`src/common/rv32i_consts.svh`:
```
`ifndef RV32I_CONSTS_SVH
`define RV32I_CONSTS_SVH

`define XLEN_W              32
`define REG_IDX_W           5

// Base opcodes kept in the slice
`define OPCODE_OP           7'b0110011
`define OPCODE_OP_IMM       7'b0010011
`define OPCODE_LUI          7'b0110111
`define OPCODE_AUIPC        7'b0010111
`define OPCODE_BRANCH       7'b1100011
`define OPCODE_JAL          7'b1101111
`define OPCODE_JALR         7'b1100111

// Selects SUB and SRA
`define SUB_SRA_FUNCT7      7'b0100000

`define ALU_ADD             4'd0
`define ALU_SUB             4'd1
`define ALU_SLT             4'd2
`define ALU_SLTU            4'd3
`define ALU_XOR             4'd4
`define ALU_OR              4'd5
`define ALU_AND             4'd6
`define ALU_SLL             4'd7
`define ALU_SRL             4'd8
`define ALU_SRA             4'd9

// Branch conditions follow the branch funct3 encoding and TRUE takes a free slot
`define COND_EQ             3'b000
`define COND_NE             3'b001
`define COND_TRUE           3'b010
`define COND_LT             3'b100
`define COND_GE             3'b101
`define COND_LTU            3'b110
`define COND_GEU            3'b111

`endif
```
`src/common/rv_isa_pkg.sv`:
```
`include "rv32i_consts.svh"

package rv_isa_pkg;

    // Data and address word
    typedef logic [`XLEN_W-1:0] xword_t;

    // Architectural register index
    typedef logic [`REG_IDX_W-1:0] reg_idx_t;

    // Instruction fields
    typedef logic [6:0] opcode_t;
    typedef logic [2:0] funct3_t;
    typedef logic [6:0] funct7_t;

    // Execute-stage controls
    typedef logic [3:0] alu_op_t;
    typedef logic [2:0] cond_t;

endpackage

```
`src/common/pipe_pkg.sv`:
```
package pipe_pkg;

    import rv_isa_pkg::*;

    // Decode-stage register
    typedef struct packed {
        logic     valid;
        logic     illegal;
        xword_t   pc;
        xword_t   tval;
        reg_idx_t rs1;
        reg_idx_t rs2;
        // Zero when nothing is written back
        reg_idx_t rd;
        alu_op_t  alu_op;
        cond_t    cond;
        logic     use_imm;
        logic     use_pc;
        logic     is_branch;
        logic     is_jump;
        xword_t   imm;
    } decoded_t;

    // Execute-stage register
    typedef struct packed {
        logic     valid;
        logic     illegal;
        xword_t   tval;
        reg_idx_t rd;
        xword_t   wdata;
        logic     branch_taken;
        xword_t   target;
    } exec_result_t;

endpackage

```
`src/rv32i_slice_top.sv`:
```
`timescale 1ns/10ps

module rv32i_slice_top
    import rv_isa_pkg::*;
    import pipe_pkg::*;
(
    input  logic     clk,
    input  logic     arst_n,
    input  logic     instr_valid,
    input  xword_t   instr_word,
    input  xword_t   instr_pc,
    output logic     wb_valid,
    output reg_idx_t wb_rd,
    output xword_t   wb_data,
    output logic     br_taken,
    output xword_t   br_target,
    output logic     trap,
    output xword_t   trap_tval
);

    decoded_t     dec;
    exec_result_t ex;
    reg_idx_t     rs1_idx;
    reg_idx_t     rs2_idx;
    xword_t       rs1_val;
    xword_t       rs2_val;

    instr_decode u_decode (
        .clk,
        .arst_n,
        .instr_valid,
        .instr_word,
        .instr_pc,
        .dec
    );

    int_execute u_execute (
        .clk,
        .arst_n,
        .dec,
        .rs1_idx,
        .rs2_idx,
        .rs1_val,
        .rs2_val,
        .ex
    );

    result_regfile u_result (
        .clk,
        .arst_n,
        .rs1_idx,
        .rs2_idx,
        .rs1_val,
        .rs2_val,
        .ex,
        .wb_valid,
        .wb_rd,
        .wb_data,
        .br_taken,
        .br_target,
        .trap,
        .trap_tval
    );

endmodule

```
`src/result_regfile.sv`:
```
`timescale 1ns/10ps

module result_regfile
    import rv_isa_pkg::*;
    import pipe_pkg::*;
(
    input  logic         clk,
    input  logic         arst_n,
    input  reg_idx_t     rs1_idx,
    input  reg_idx_t     rs2_idx,
    output xword_t       rs1_val,
    output xword_t       rs2_val,
    input  exec_result_t ex,
    output logic         wb_valid,
    output reg_idx_t     wb_rd,
    output xword_t       wb_data,
    output logic         br_taken,
    output xword_t       br_target,
    output logic         trap,
    output xword_t       trap_tval
);

    // x0 has no storage
    xword_t regs [1:31];
    logic   wr_en;

    assign wr_en = ex.valid && !ex.illegal && (ex.rd != '0);

    assign rs1_val = (rs1_idx == '0) ? '0 : regs[rs1_idx];
    assign rs2_val = (rs2_idx == '0) ? '0 : regs[rs2_idx];

    always_ff @(posedge clk or negedge arst_n) begin
        if (!arst_n) begin
            wb_valid <= 1'b0;
            br_taken <= 1'b0;
            trap <= 1'b0;
            for (int i = 1; i < 32; i++) begin
                regs[i] <= '0;
            end
        end else begin
            wb_valid <= wr_en;
            br_taken <= ex.valid && !ex.illegal && ex.branch_taken;
            trap <= ex.valid && ex.illegal;
            if (wr_en) regs[ex.rd] <= ex.wdata;
        end
    end

    always_ff @(posedge clk) begin
        wb_rd <= ex.rd;
        wb_data <= ex.wdata;
        br_target <= ex.target;
        trap_tval <= ex.tval;
    end

endmodule

```
`src/execute/int_execute.sv`:
```
`timescale 1ns/10ps
`include "rv32i_consts.svh"

module int_execute
    import rv_isa_pkg::*;
    import pipe_pkg::*;
(
    input  logic         clk,
    input  logic         arst_n,
    input  decoded_t     dec,
    output reg_idx_t     rs1_idx,
    output reg_idx_t     rs2_idx,
    input  xword_t       rs1_val,
    input  xword_t       rs2_val,
    output exec_result_t ex
);

    xword_t       op_a;
    xword_t       op_b;
    xword_t       alu_res;
    xword_t       target_sum;
    logic         cond_met;
    exec_result_t ex_next;

    assign rs1_idx = dec.rs1;
    assign rs2_idx = dec.rs2;

    assign op_a = dec.use_pc ? dec.pc : rs1_val;
    assign op_b = dec.use_imm ? dec.imm : rs2_val;

    // Branch and JAL base on pc, JALR on rs1
    assign target_sum = op_a + dec.imm;

    always_comb begin
        case (dec.alu_op)
            `ALU_SUB:  alu_res = op_a - op_b;
            `ALU_SLT:  alu_res = {31'b0, $signed(op_a) < $signed(op_b)};
            `ALU_SLTU: alu_res = {31'b0, op_a < op_b};
            `ALU_XOR:  alu_res = op_a ^ op_b;
            `ALU_OR:   alu_res = op_a | op_b;
            `ALU_AND:  alu_res = op_a & op_b;
            `ALU_SLL:  alu_res = op_a << op_b[4:0];
            `ALU_SRL:  alu_res = op_a >> op_b[4:0];
            `ALU_SRA:  alu_res = $signed(op_a) >>> op_b[4:0];
            default:   alu_res = op_a + op_b;
        endcase
    end

    // Compare always uses the register operands
    always_comb begin
        case (dec.cond)
            `COND_EQ:   cond_met = rs1_val == rs2_val;
            `COND_NE:   cond_met = rs1_val != rs2_val;
            `COND_LT:   cond_met = $signed(rs1_val) < $signed(rs2_val);
            `COND_GE:   cond_met = $signed(rs1_val) >= $signed(rs2_val);
            `COND_LTU:  cond_met = rs1_val < rs2_val;
            `COND_GEU:  cond_met = rs1_val >= rs2_val;
            `COND_TRUE: cond_met = 1'b1;
            default:    cond_met = 1'b0;
        endcase
    end

    always_comb begin
        ex_next.valid = dec.valid;
        ex_next.illegal = dec.illegal;
        ex_next.tval = dec.tval;
        ex_next.rd = dec.rd;
        ex_next.wdata = dec.is_jump ? dec.pc + 32'd4 : alu_res;
        ex_next.branch_taken = (dec.is_branch || dec.is_jump) && cond_met;
        // JALR drops bit 0 of its target
        ex_next.target = {target_sum[31:1], target_sum[0] & dec.use_pc};
    end

    always_ff @(posedge clk or negedge arst_n) begin
        if (!arst_n) begin
            ex <= '0;
        end else begin
            ex <= ex_next;
        end
    end

endmodule

```
`src/decode/instr_decode.sv`:
```
`timescale 1ns/10ps
`include "rv32i_consts.svh"

module instr_decode
    import rv_isa_pkg::*;
    import pipe_pkg::*;
(
    input  logic     clk,
    input  logic     arst_n,
    input  logic     instr_valid,
    input  xword_t   instr_word,
    input  xword_t   instr_pc,
    output decoded_t dec
);

    opcode_t  opcode;
    funct3_t  funct3;
    funct7_t  funct7;
    xword_t   i_imm;
    xword_t   u_imm;
    xword_t   b_imm;
    xword_t   j_imm;
    decoded_t dec_next;

    assign opcode = instr_word[6:0];
    assign funct3 = instr_word[14:12];
    assign funct7 = instr_word[31:25];

    assign i_imm = {{20{instr_word[31]}}, instr_word[31:20]};
    assign u_imm = {instr_word[31:12], 12'b0};
    assign b_imm = {{19{instr_word[31]}}, instr_word[31], instr_word[7],
                    instr_word[30:25], instr_word[11:8], 1'b0};
    assign j_imm = {{11{instr_word[31]}}, instr_word[31], instr_word[19:12],
                    instr_word[20], instr_word[30:21], 1'b0};

    always_comb begin
        dec_next = '0;
        dec_next.valid = instr_valid;
        dec_next.pc = instr_pc;
        dec_next.tval = instr_word;
        dec_next.alu_op = `ALU_ADD;
        dec_next.cond = `COND_EQ;

        case (opcode)
            `OPCODE_OP_IMM: begin
                dec_next.rs1 = instr_word[19:15];
                dec_next.rd = instr_word[11:7];
                dec_next.use_imm = 1'b1;
                dec_next.imm = i_imm;
                case (funct3)
                    3'b000: dec_next.alu_op = `ALU_ADD;
                    3'b010: dec_next.alu_op = `ALU_SLT;
                    3'b011: dec_next.alu_op = `ALU_SLTU;
                    3'b100: dec_next.alu_op = `ALU_XOR;
                    3'b110: dec_next.alu_op = `ALU_OR;
                    3'b111: dec_next.alu_op = `ALU_AND;
                    3'b001: begin
                        dec_next.alu_op = `ALU_SLL;
                        if (funct7[6:1] != 6'b0) dec_next.illegal = 1'b1;
                    end
                    default: begin
                        if (funct7[6:1] == 6'b0) dec_next.alu_op = `ALU_SRL;
                        else if ({funct7[6:1], 1'b0} == `SUB_SRA_FUNCT7) dec_next.alu_op = `ALU_SRA;
                        else dec_next.illegal = 1'b1;
                    end
                endcase
                // Shift amount is only 5 bits wide
                if ((funct3 == 3'b001 || funct3 == 3'b101) && funct7[0]) dec_next.illegal = 1'b1;
            end

            `OPCODE_OP: begin
                dec_next.rs1 = instr_word[19:15];
                dec_next.rs2 = instr_word[24:20];
                dec_next.rd = instr_word[11:7];
                case ({funct7, funct3})
                    {7'b0000000, 3'b000}:      dec_next.alu_op = `ALU_ADD;
                    {`SUB_SRA_FUNCT7, 3'b000}: dec_next.alu_op = `ALU_SUB;
                    {7'b0000000, 3'b010}:      dec_next.alu_op = `ALU_SLT;
                    {7'b0000000, 3'b011}:      dec_next.alu_op = `ALU_SLTU;
                    {7'b0000000, 3'b100}:      dec_next.alu_op = `ALU_XOR;
                    {7'b0000000, 3'b110}:      dec_next.alu_op = `ALU_OR;
                    {7'b0000000, 3'b111}:      dec_next.alu_op = `ALU_AND;
                    {7'b0000000, 3'b001}:      dec_next.alu_op = `ALU_SLL;
                    {7'b0000000, 3'b101}:      dec_next.alu_op = `ALU_SRL;
                    {`SUB_SRA_FUNCT7, 3'b101}: dec_next.alu_op = `ALU_SRA;
                    default:                   dec_next.illegal = 1'b1;
                endcase
            end

            // rs1 stays x0, so the ALU adds the immediate to zero
            `OPCODE_LUI: begin
                dec_next.rd = instr_word[11:7];
                dec_next.use_imm = 1'b1;
                dec_next.imm = u_imm;
            end

            `OPCODE_AUIPC: begin
                dec_next.rd = instr_word[11:7];
                dec_next.use_imm = 1'b1;
                dec_next.use_pc = 1'b1;
                dec_next.imm = u_imm;
            end

            `OPCODE_BRANCH: begin
                dec_next.rs1 = instr_word[19:15];
                dec_next.rs2 = instr_word[24:20];
                dec_next.use_pc = 1'b1;
                dec_next.is_branch = 1'b1;
                dec_next.imm = b_imm;
                case (funct3)
                    3'b000:  dec_next.cond = `COND_EQ;
                    3'b001:  dec_next.cond = `COND_NE;
                    3'b100:  dec_next.cond = `COND_LT;
                    3'b101:  dec_next.cond = `COND_GE;
                    3'b110:  dec_next.cond = `COND_LTU;
                    3'b111:  dec_next.cond = `COND_GEU;
                    default: dec_next.illegal = 1'b1;
                endcase
            end

            `OPCODE_JAL: begin
                dec_next.rd = instr_word[11:7];
                dec_next.use_pc = 1'b1;
                dec_next.is_jump = 1'b1;
                dec_next.cond = `COND_TRUE;
                dec_next.imm = j_imm;
            end

            `OPCODE_JALR: begin
                dec_next.rs1 = instr_word[19:15];
                dec_next.rd = instr_word[11:7];
                dec_next.use_imm = 1'b1;
                dec_next.is_jump = 1'b1;
                dec_next.cond = `COND_TRUE;
                dec_next.imm = i_imm;
                if (funct3 != 3'b000) dec_next.illegal = 1'b1;
            end

            default: dec_next.illegal = 1'b1;
        endcase

        if (dec_next.illegal) dec_next.rd = '0;
    end

    always_ff @(posedge clk or negedge arst_n) begin
        if (!arst_n) begin
            dec <= '0;
        end else begin
            dec <= dec_next;
        end
    end

endmodule

```
`config.mk`:
```
export PLATFORM = sky130hd
export DESIGN_NAME = rv32i_slice_top
export DESIGN_NICKNAME = d
export VERILOG_FILES = /design/src/common/rv_isa_pkg.sv /design/src/common/pipe_pkg.sv /design/src/rv32i_slice_top.sv /design/src/result_regfile.sv /design/src/execute/int_execute.sv /design/src/decode/instr_decode.sv
export VERILOG_INCLUDE_DIRS = /design/src /design/src/common
export SDC_FILE = /design/constraint.sdc
export NUM_CORES = 2
export LEC_CHECK = 0
export CAP_MARGIN = 20
export CELL_PAD_IN_SITES_DETAIL_PLACEMENT = 0
export CELL_PAD_IN_SITES_GLOBAL_PLACEMENT = 1
export CORE_ASPECT_RATIO = 0.9
export CORE_UTILIZATION = 35
export CTS_CLUSTER_SIZE = 10
export DETAILED_ROUTE_END_ITERATION = 12
export DONT_BUFFER_PORTS = 1
export GPL_TIMING_DRIVEN = 0
export PLACE_DENSITY_LB_ADDON = 0.25
export SYNTH_ARGS = -nofsm -noshare
export SYNTH_HDL_FRONTEND = slang
export SYNTH_SLANG_ARGS = --single-unit
export TNS_END_PERCENT = 100
```
`constraint.sdc`:
```
create_clock -name clk -period 9.07 [get_ports clk]
set_input_delay 1.3605 -clock clk [delete_from_list [all_inputs] [get_ports clk]]
set_output_delay 1.3605 -clock clk [all_outputs]
set_load 0.02 [all_outputs]
```
==> flow_metrics.py <==
metrics = {
    "run_status": {
        "outcome": "finished clean",
    },
    "floorplan": {
        "die_area_sq_um": 215000,
        "initial_utilization_pct": 35.3,
        "rows": 160,
        "die-width_um": 489,
        "die_height_um": 440,
        "core-area_sq_um": 212000,
        "ios": 171,
    },
    "placed_design": {
        "dpl_cell_area_sq_um": 80400,
        "post-dp-hpwl_um": 288000,
        "dp_cells": 9018,
        "port_buffers": 0,
        "gpl.final_weighted_congestion": 0.984,
        "place_ws_ns": -1.62,
    },
    "synth": {
        "synthesis.nets": 6278,
        "synth_enable_flop_cells": 0,
        "post_synth_num_cell_types": 103,
        "predominant_post_synthesis_flop_cell": "sky130_fd_sc_hd__dfrtp_1",
        "syn-cell-area_sq_um": 74600,
        "synth_warnings": 0,
        "number_of_cells_produced_by_synthesis": 6047,
        "fraction_of_the_yosys_area_taken_by_sequential_cells_pct": 43.7,
        "synth.ff_latch_count": 1324,
        "syn_avg_cell_area_sq_um": 12.3,
        "asyncSetResetFlopFracSynth_pct": 92.4,
    },
    "timing": {
        "fin_worst_hold_slack_ns": 0.319,
        "max-slew-margin-rel_pct": 1.45,
        "finalCriticalPeriod_ns": 9.04,
        "report.final.hold_viol_count": 0,
        "tns_ns": 0,
        "rsz_0062_raised_after_global_routing": "false",
        "layout_worst_path_cycle_share_pct": 99.7,
        "worst_slack_ns": 0.0257,
        "number_of_setup_violations_in_the_final_report": 0,
        "fmax_mhz": 111,
        "fin_skew_ns": 0.0552,
        "worst_slew_pin_tran_ns": 1.48,
        "finalMaxSlewViolations": 0,
    },
    "global_route": {
        "gr-total-overflow": 0,
        "antenna_found_initial": 30,
        "largest_net_degree_at_the_start_of_global_routing": 209,
        "grt_pass1_vias": 58500,
        "grt_first_pass_wirelength_um": 519000,
        "globalRouteTotalUtil_pct": 35.7,
    },
    "final_layout": {
        "layout.filler_cells": 20100,
        "postLayoutCellArea_sq_um": 85600,
        "finish.cell_count_without_fillers": 9309,
        "layout-drive-gt1-share_pct": 31.3,
        "final_nets": 6591,
        "area_growth_pct": 14.7,
    },
    "critical_path": {
        "critPathRequiredTime_ns": 9.69,
        "timing.critical_path.fanout_max": 10,
        "cpPeakStageDelay_ns": 0.87,
        "worstSetupEndpointType": "flip-flop",
        "cp_slowest_cell": "sky130_fd_sc_hd__mux2i_1",
        "critical_path.startpoint_type": "flip-flop",
        "crit_path_cell_trace": "buf_2, nor2b_1, buf_2, buf_2, buf_1, buf_16, a22oi_1, a21oi_1, a211oi_1, mux2i_1, inv_1, ha_1, nand2b_1, a221oi_1, o21a_1, a21oi_1, o31a_1, o31ai_1, a21oi_1, nand2_1, a31oi_1, a2111oi_1, a22oi_1",
        "timing.setup.critical_path_class": "reg -> reg",
        "worstPathArrival_ns": 9.67,
    },
    "drt": {
        "post_drt_via_cell_ratio": 6.50,
        "drtAntennaViolNets": 0,
        "wl_per_cell_um": 41.9,
        "total_detailed_routing_wirelength_um": 390000,
        "drtPass1Iterations": 6,
        "drcViolationCount": 0,
        "route.vias.total": 60500,
        "drt-initial-drc-count": 8675,
    },
    "flow_run": {
        "max-cap-violations": 0,
    },
    "power": {
        "total_leakage_power_nw": 37.6,
        "power.density_nw_per_um2": 155,
        "peakVddDrop_v": 0.000210,
    },
    "clock_tree": {
        "path_clk_slew_ns": 0.06,
        "clock_path_buffers": 3,
        "cts_max_level": 4,
        "cts-buffers-inserted": 161,
        "cts.repair_timing.setup_buffer_count": 0,
        "cts_num_sinks": 1324,
        "cts_tree": "done",
        "clock_tree.root_cell": "sky130_fd_sc_hd__clkbuf_16",
        "clock_insertion_delay_at_the_later_pin_of_the_skew_report_ns": 0.85,
    },
    "worst_hold_path": {
        "hold_path.class": "reg -> reg",
    },
}
-- cells in the mapped netlist (32+ instances only) --
| library cell | count | area (sq um) |
|---|---|---|
| sky130_fd_sc_hd__a22oi_1 | 208 | 1560 |
| sky130_fd_sc_hd__mux2i_1 | 538 | 5390 |
| sky130_fd_sc_hd__mux2_2 | 1104 | 12400 |
| sky130_fd_sc_hd__a21o_1 | 52 | 390 |
| sky130_fd_sc_hd__buf_2 | 61 | 305 |
| sky130_fd_sc_hd__buf_6 | 32 | 360 |
| sky130_fd_sc_hd__buf_1 | 86 | 323 |
| sky130_fd_sc_hd__a221oi_1 | 41 | 359 |
| sky130_fd_sc_hd__clkbuf_1 | 298 | 1120 |
| sky130_fd_sc_hd__ha_1 | 161 | 2010 |
| sky130_fd_sc_hd__o21ai_0 | 146 | 731 |
| sky130_fd_sc_hd__inv_1 | 118 | 443 |
| sky130_fd_sc_hd__nand3_1 | 51 | 255 |
| sky130_fd_sc_hd__xnor2_1 | 54 | 473 |
| sky130_fd_sc_hd__a221o_1 | 36 | 360 |
| sky130_fd_sc_hd__dfrtp_1 | 1223 | 30600 |
| sky130_fd_sc_hd__nand2_1 | 217 | 815 |
| sky130_fd_sc_hd__nand2b_1 | 37 | 231 |
| sky130_fd_sc_hd__o21a_1 | 39 | 293 |
| sky130_fd_sc_hd__nor2b_1 | 56 | 350 |
| sky130_fd_sc_hd__dfxtp_1 | 101 | 2020 |
| sky130_fd_sc_hd__nor2_1 | 194 | 728 |
| sky130_fd_sc_hd__a21oi_1 | 220 | 1100 |
| sky130_fd_sc_hd__o22ai_1 | 68 | 425 |
| sky130_fd_sc_hd__nor3_1 | 60 | 300 |
| sky130_fd_sc_hd__mux4_2 | 298 | 6710 |
| sky130_fd_sc_hd__a22o_1 | 52 | 455 |
-- flip-flops by register name, summed over array words and instances (netlist names) --
register	cells
u_result.wb_rd	5
u_result.trap_tval	32
u_result.regs	992
u_result.wb_valid	1
u_result.br_taken	1
u_result.trap	1
u_decode.dec	124
u_execute.ex	104
u_result.br_target	32
u_result.wb_data	32
-- worst max-delay path, delay by kind of cell, from the launching register on --
kind                     cells  cell delay (ns)
AO/OA/AOI/OAI               12             3.79
adder cells (fa/ha/maj)      1             0.44
buffers and inverters        6             2.59
flip-flops                   1             0.57
multiplexers                 1             0.87
AND/OR/NAND/NOR              3             0.47
-- metrics by stage --
step | util [%] | power (mW)
after global placement | 36.9 | 6.93
after floorplan | - | 6.57
final | 40.4 | 13.3
after CTS | 40.3 | 13.3
after global routing | 40.4 | 13.6
after detailed placement | 38.0 | 7.06
-- what timing repair did --
action | 4_1_cts | 5_1_grt
gates resized for setup | 20 | 10
hold buffers | 0 | 0
setup endpoints to repair | 23 | 5
-- cell type report --
class	instances	area, sq um	area share, %
Sequential cell	1324	32600	38.1
Clock inverter	24	398	0.465
Buffer	516	2620	3.06
Timing Repair Buffer	151	2240	2.62
Tap cell	2835	3550	4.14
Clock buffer	237	4520	5.28
Inverter	124	467	0.545
Multi-Input combinational cell	4082	39100	45.7
Antenna cell	16	40.0	0.0468
-- cells by family (layout without fill, tap and decap cells) --
kind of cell	count (synthesis)	after routing	share of synthesized area (%)
AOI/OAI and AO/OA	1109	1109	10.4
xor gates and xnor gates	83	83	0.974
adders and majority gates	164	164	2.78
buffers and inverters	641	1052	3.99
DFF	1324	1324	43.7
muxes	1943	1943	32.9
other	0	16	0
and+or+nand+nor	783	783	5.19
-- layout by cell type (no fill, tap or decap), types with 50 or more instances in the layout --
cell type                   count
sky130_fd_sc_hd__mux4_2       298
sky130_fd_sc_hd__clkbuf_16    164
sky130_fd_sc_hd__buf_2         85
sky130_fd_sc_hd__clkbuf_1     322
sky130_fd_sc_hd__o22ai_1       68
sky130_fd_sc_hd__buf_1         56
sky130_fd_sc_hd__dfxtp_1      101
sky130_fd_sc_hd__a21o_1        52
sky130_fd_sc_hd__nand3_1       51
sky130_fd_sc_hd__nor2b_1       55
sky130_fd_sc_hd__buf_8         95
sky130_fd_sc_hd__nor2_1       193
sky130_fd_sc_hd__mux2_2      1104
sky130_fd_sc_hd__buf_6         50
sky130_fd_sc_hd__mux2i_1      533
sky130_fd_sc_hd__a22oi_1      208
sky130_fd_sc_hd__inv_1        118
sky130_fd_sc_hd__dfrtp_1     1223
sky130_fd_sc_hd__nor3_1        57
sky130_fd_sc_hd__nand2_1      217
sky130_fd_sc_hd__o21ai_0      146
sky130_fd_sc_hd__ha_1         161
sky130_fd_sc_hd__a22o_1        52
sky130_fd_sc_hd__buf_4         53
sky130_fd_sc_hd__xnor2_1       54
sky130_fd_sc_hd__a21oi_1      220
-- final timing paths --
kind | from | to | slack, ns | cells past startpoint
setup reg to reg | u_decode.dec[55]$_DFF_PN0_ | u_execute.ex[62]$_DFF_PN0_ | 0.03 | 23
min in group asynchronous | arst_n | u_execute.ex[101]$_DFF_PN0_ | 0.47 | 1
hold / removal | u_execute.ex[11]$_DFF_PN0_ | u_result.br_target[11]$_DFF_P_ | 0.32 | 0
setup / recovery | u_decode.dec[55]$_DFF_PN0_ | u_execute.ex[62]$_DFF_PN0_ | 0.03 | 23
max in group asynchronous | arst_n | u_result.regs[412]$_DFFE_PN0P_ | 4.78 | 5
hold reg to reg | u_execute.ex[11]$_DFF_PN0_ | u_result.br_target[11]$_DFF_P_ | 0.32 | 0
-- power by group --
| group | internal (mW) | total (mW) | switching [mW] |
|---|---|---|---|
| registers | 5.97 | 6.09 | 0.120 |
| logic | 0.236 | 0.900 | 0.664 |
| clock network | 3.55 | 6.28 | 2.73 |
-- routing by layer --
metal  part of all wire [%]  GRT usage, %  vias to the layer above  routed length, um
met5                  0.015             0                        -                 60
met4                    7.4          22.2                       10              28700
met3                     12          13.2                     1059              47600
met2                     42          51.5                     4265             163000
met1                     39          45.1                    31700             151000
li1                       -             -                    23400                  -
No activity file was read; power rests on OpenSTA's default activity.
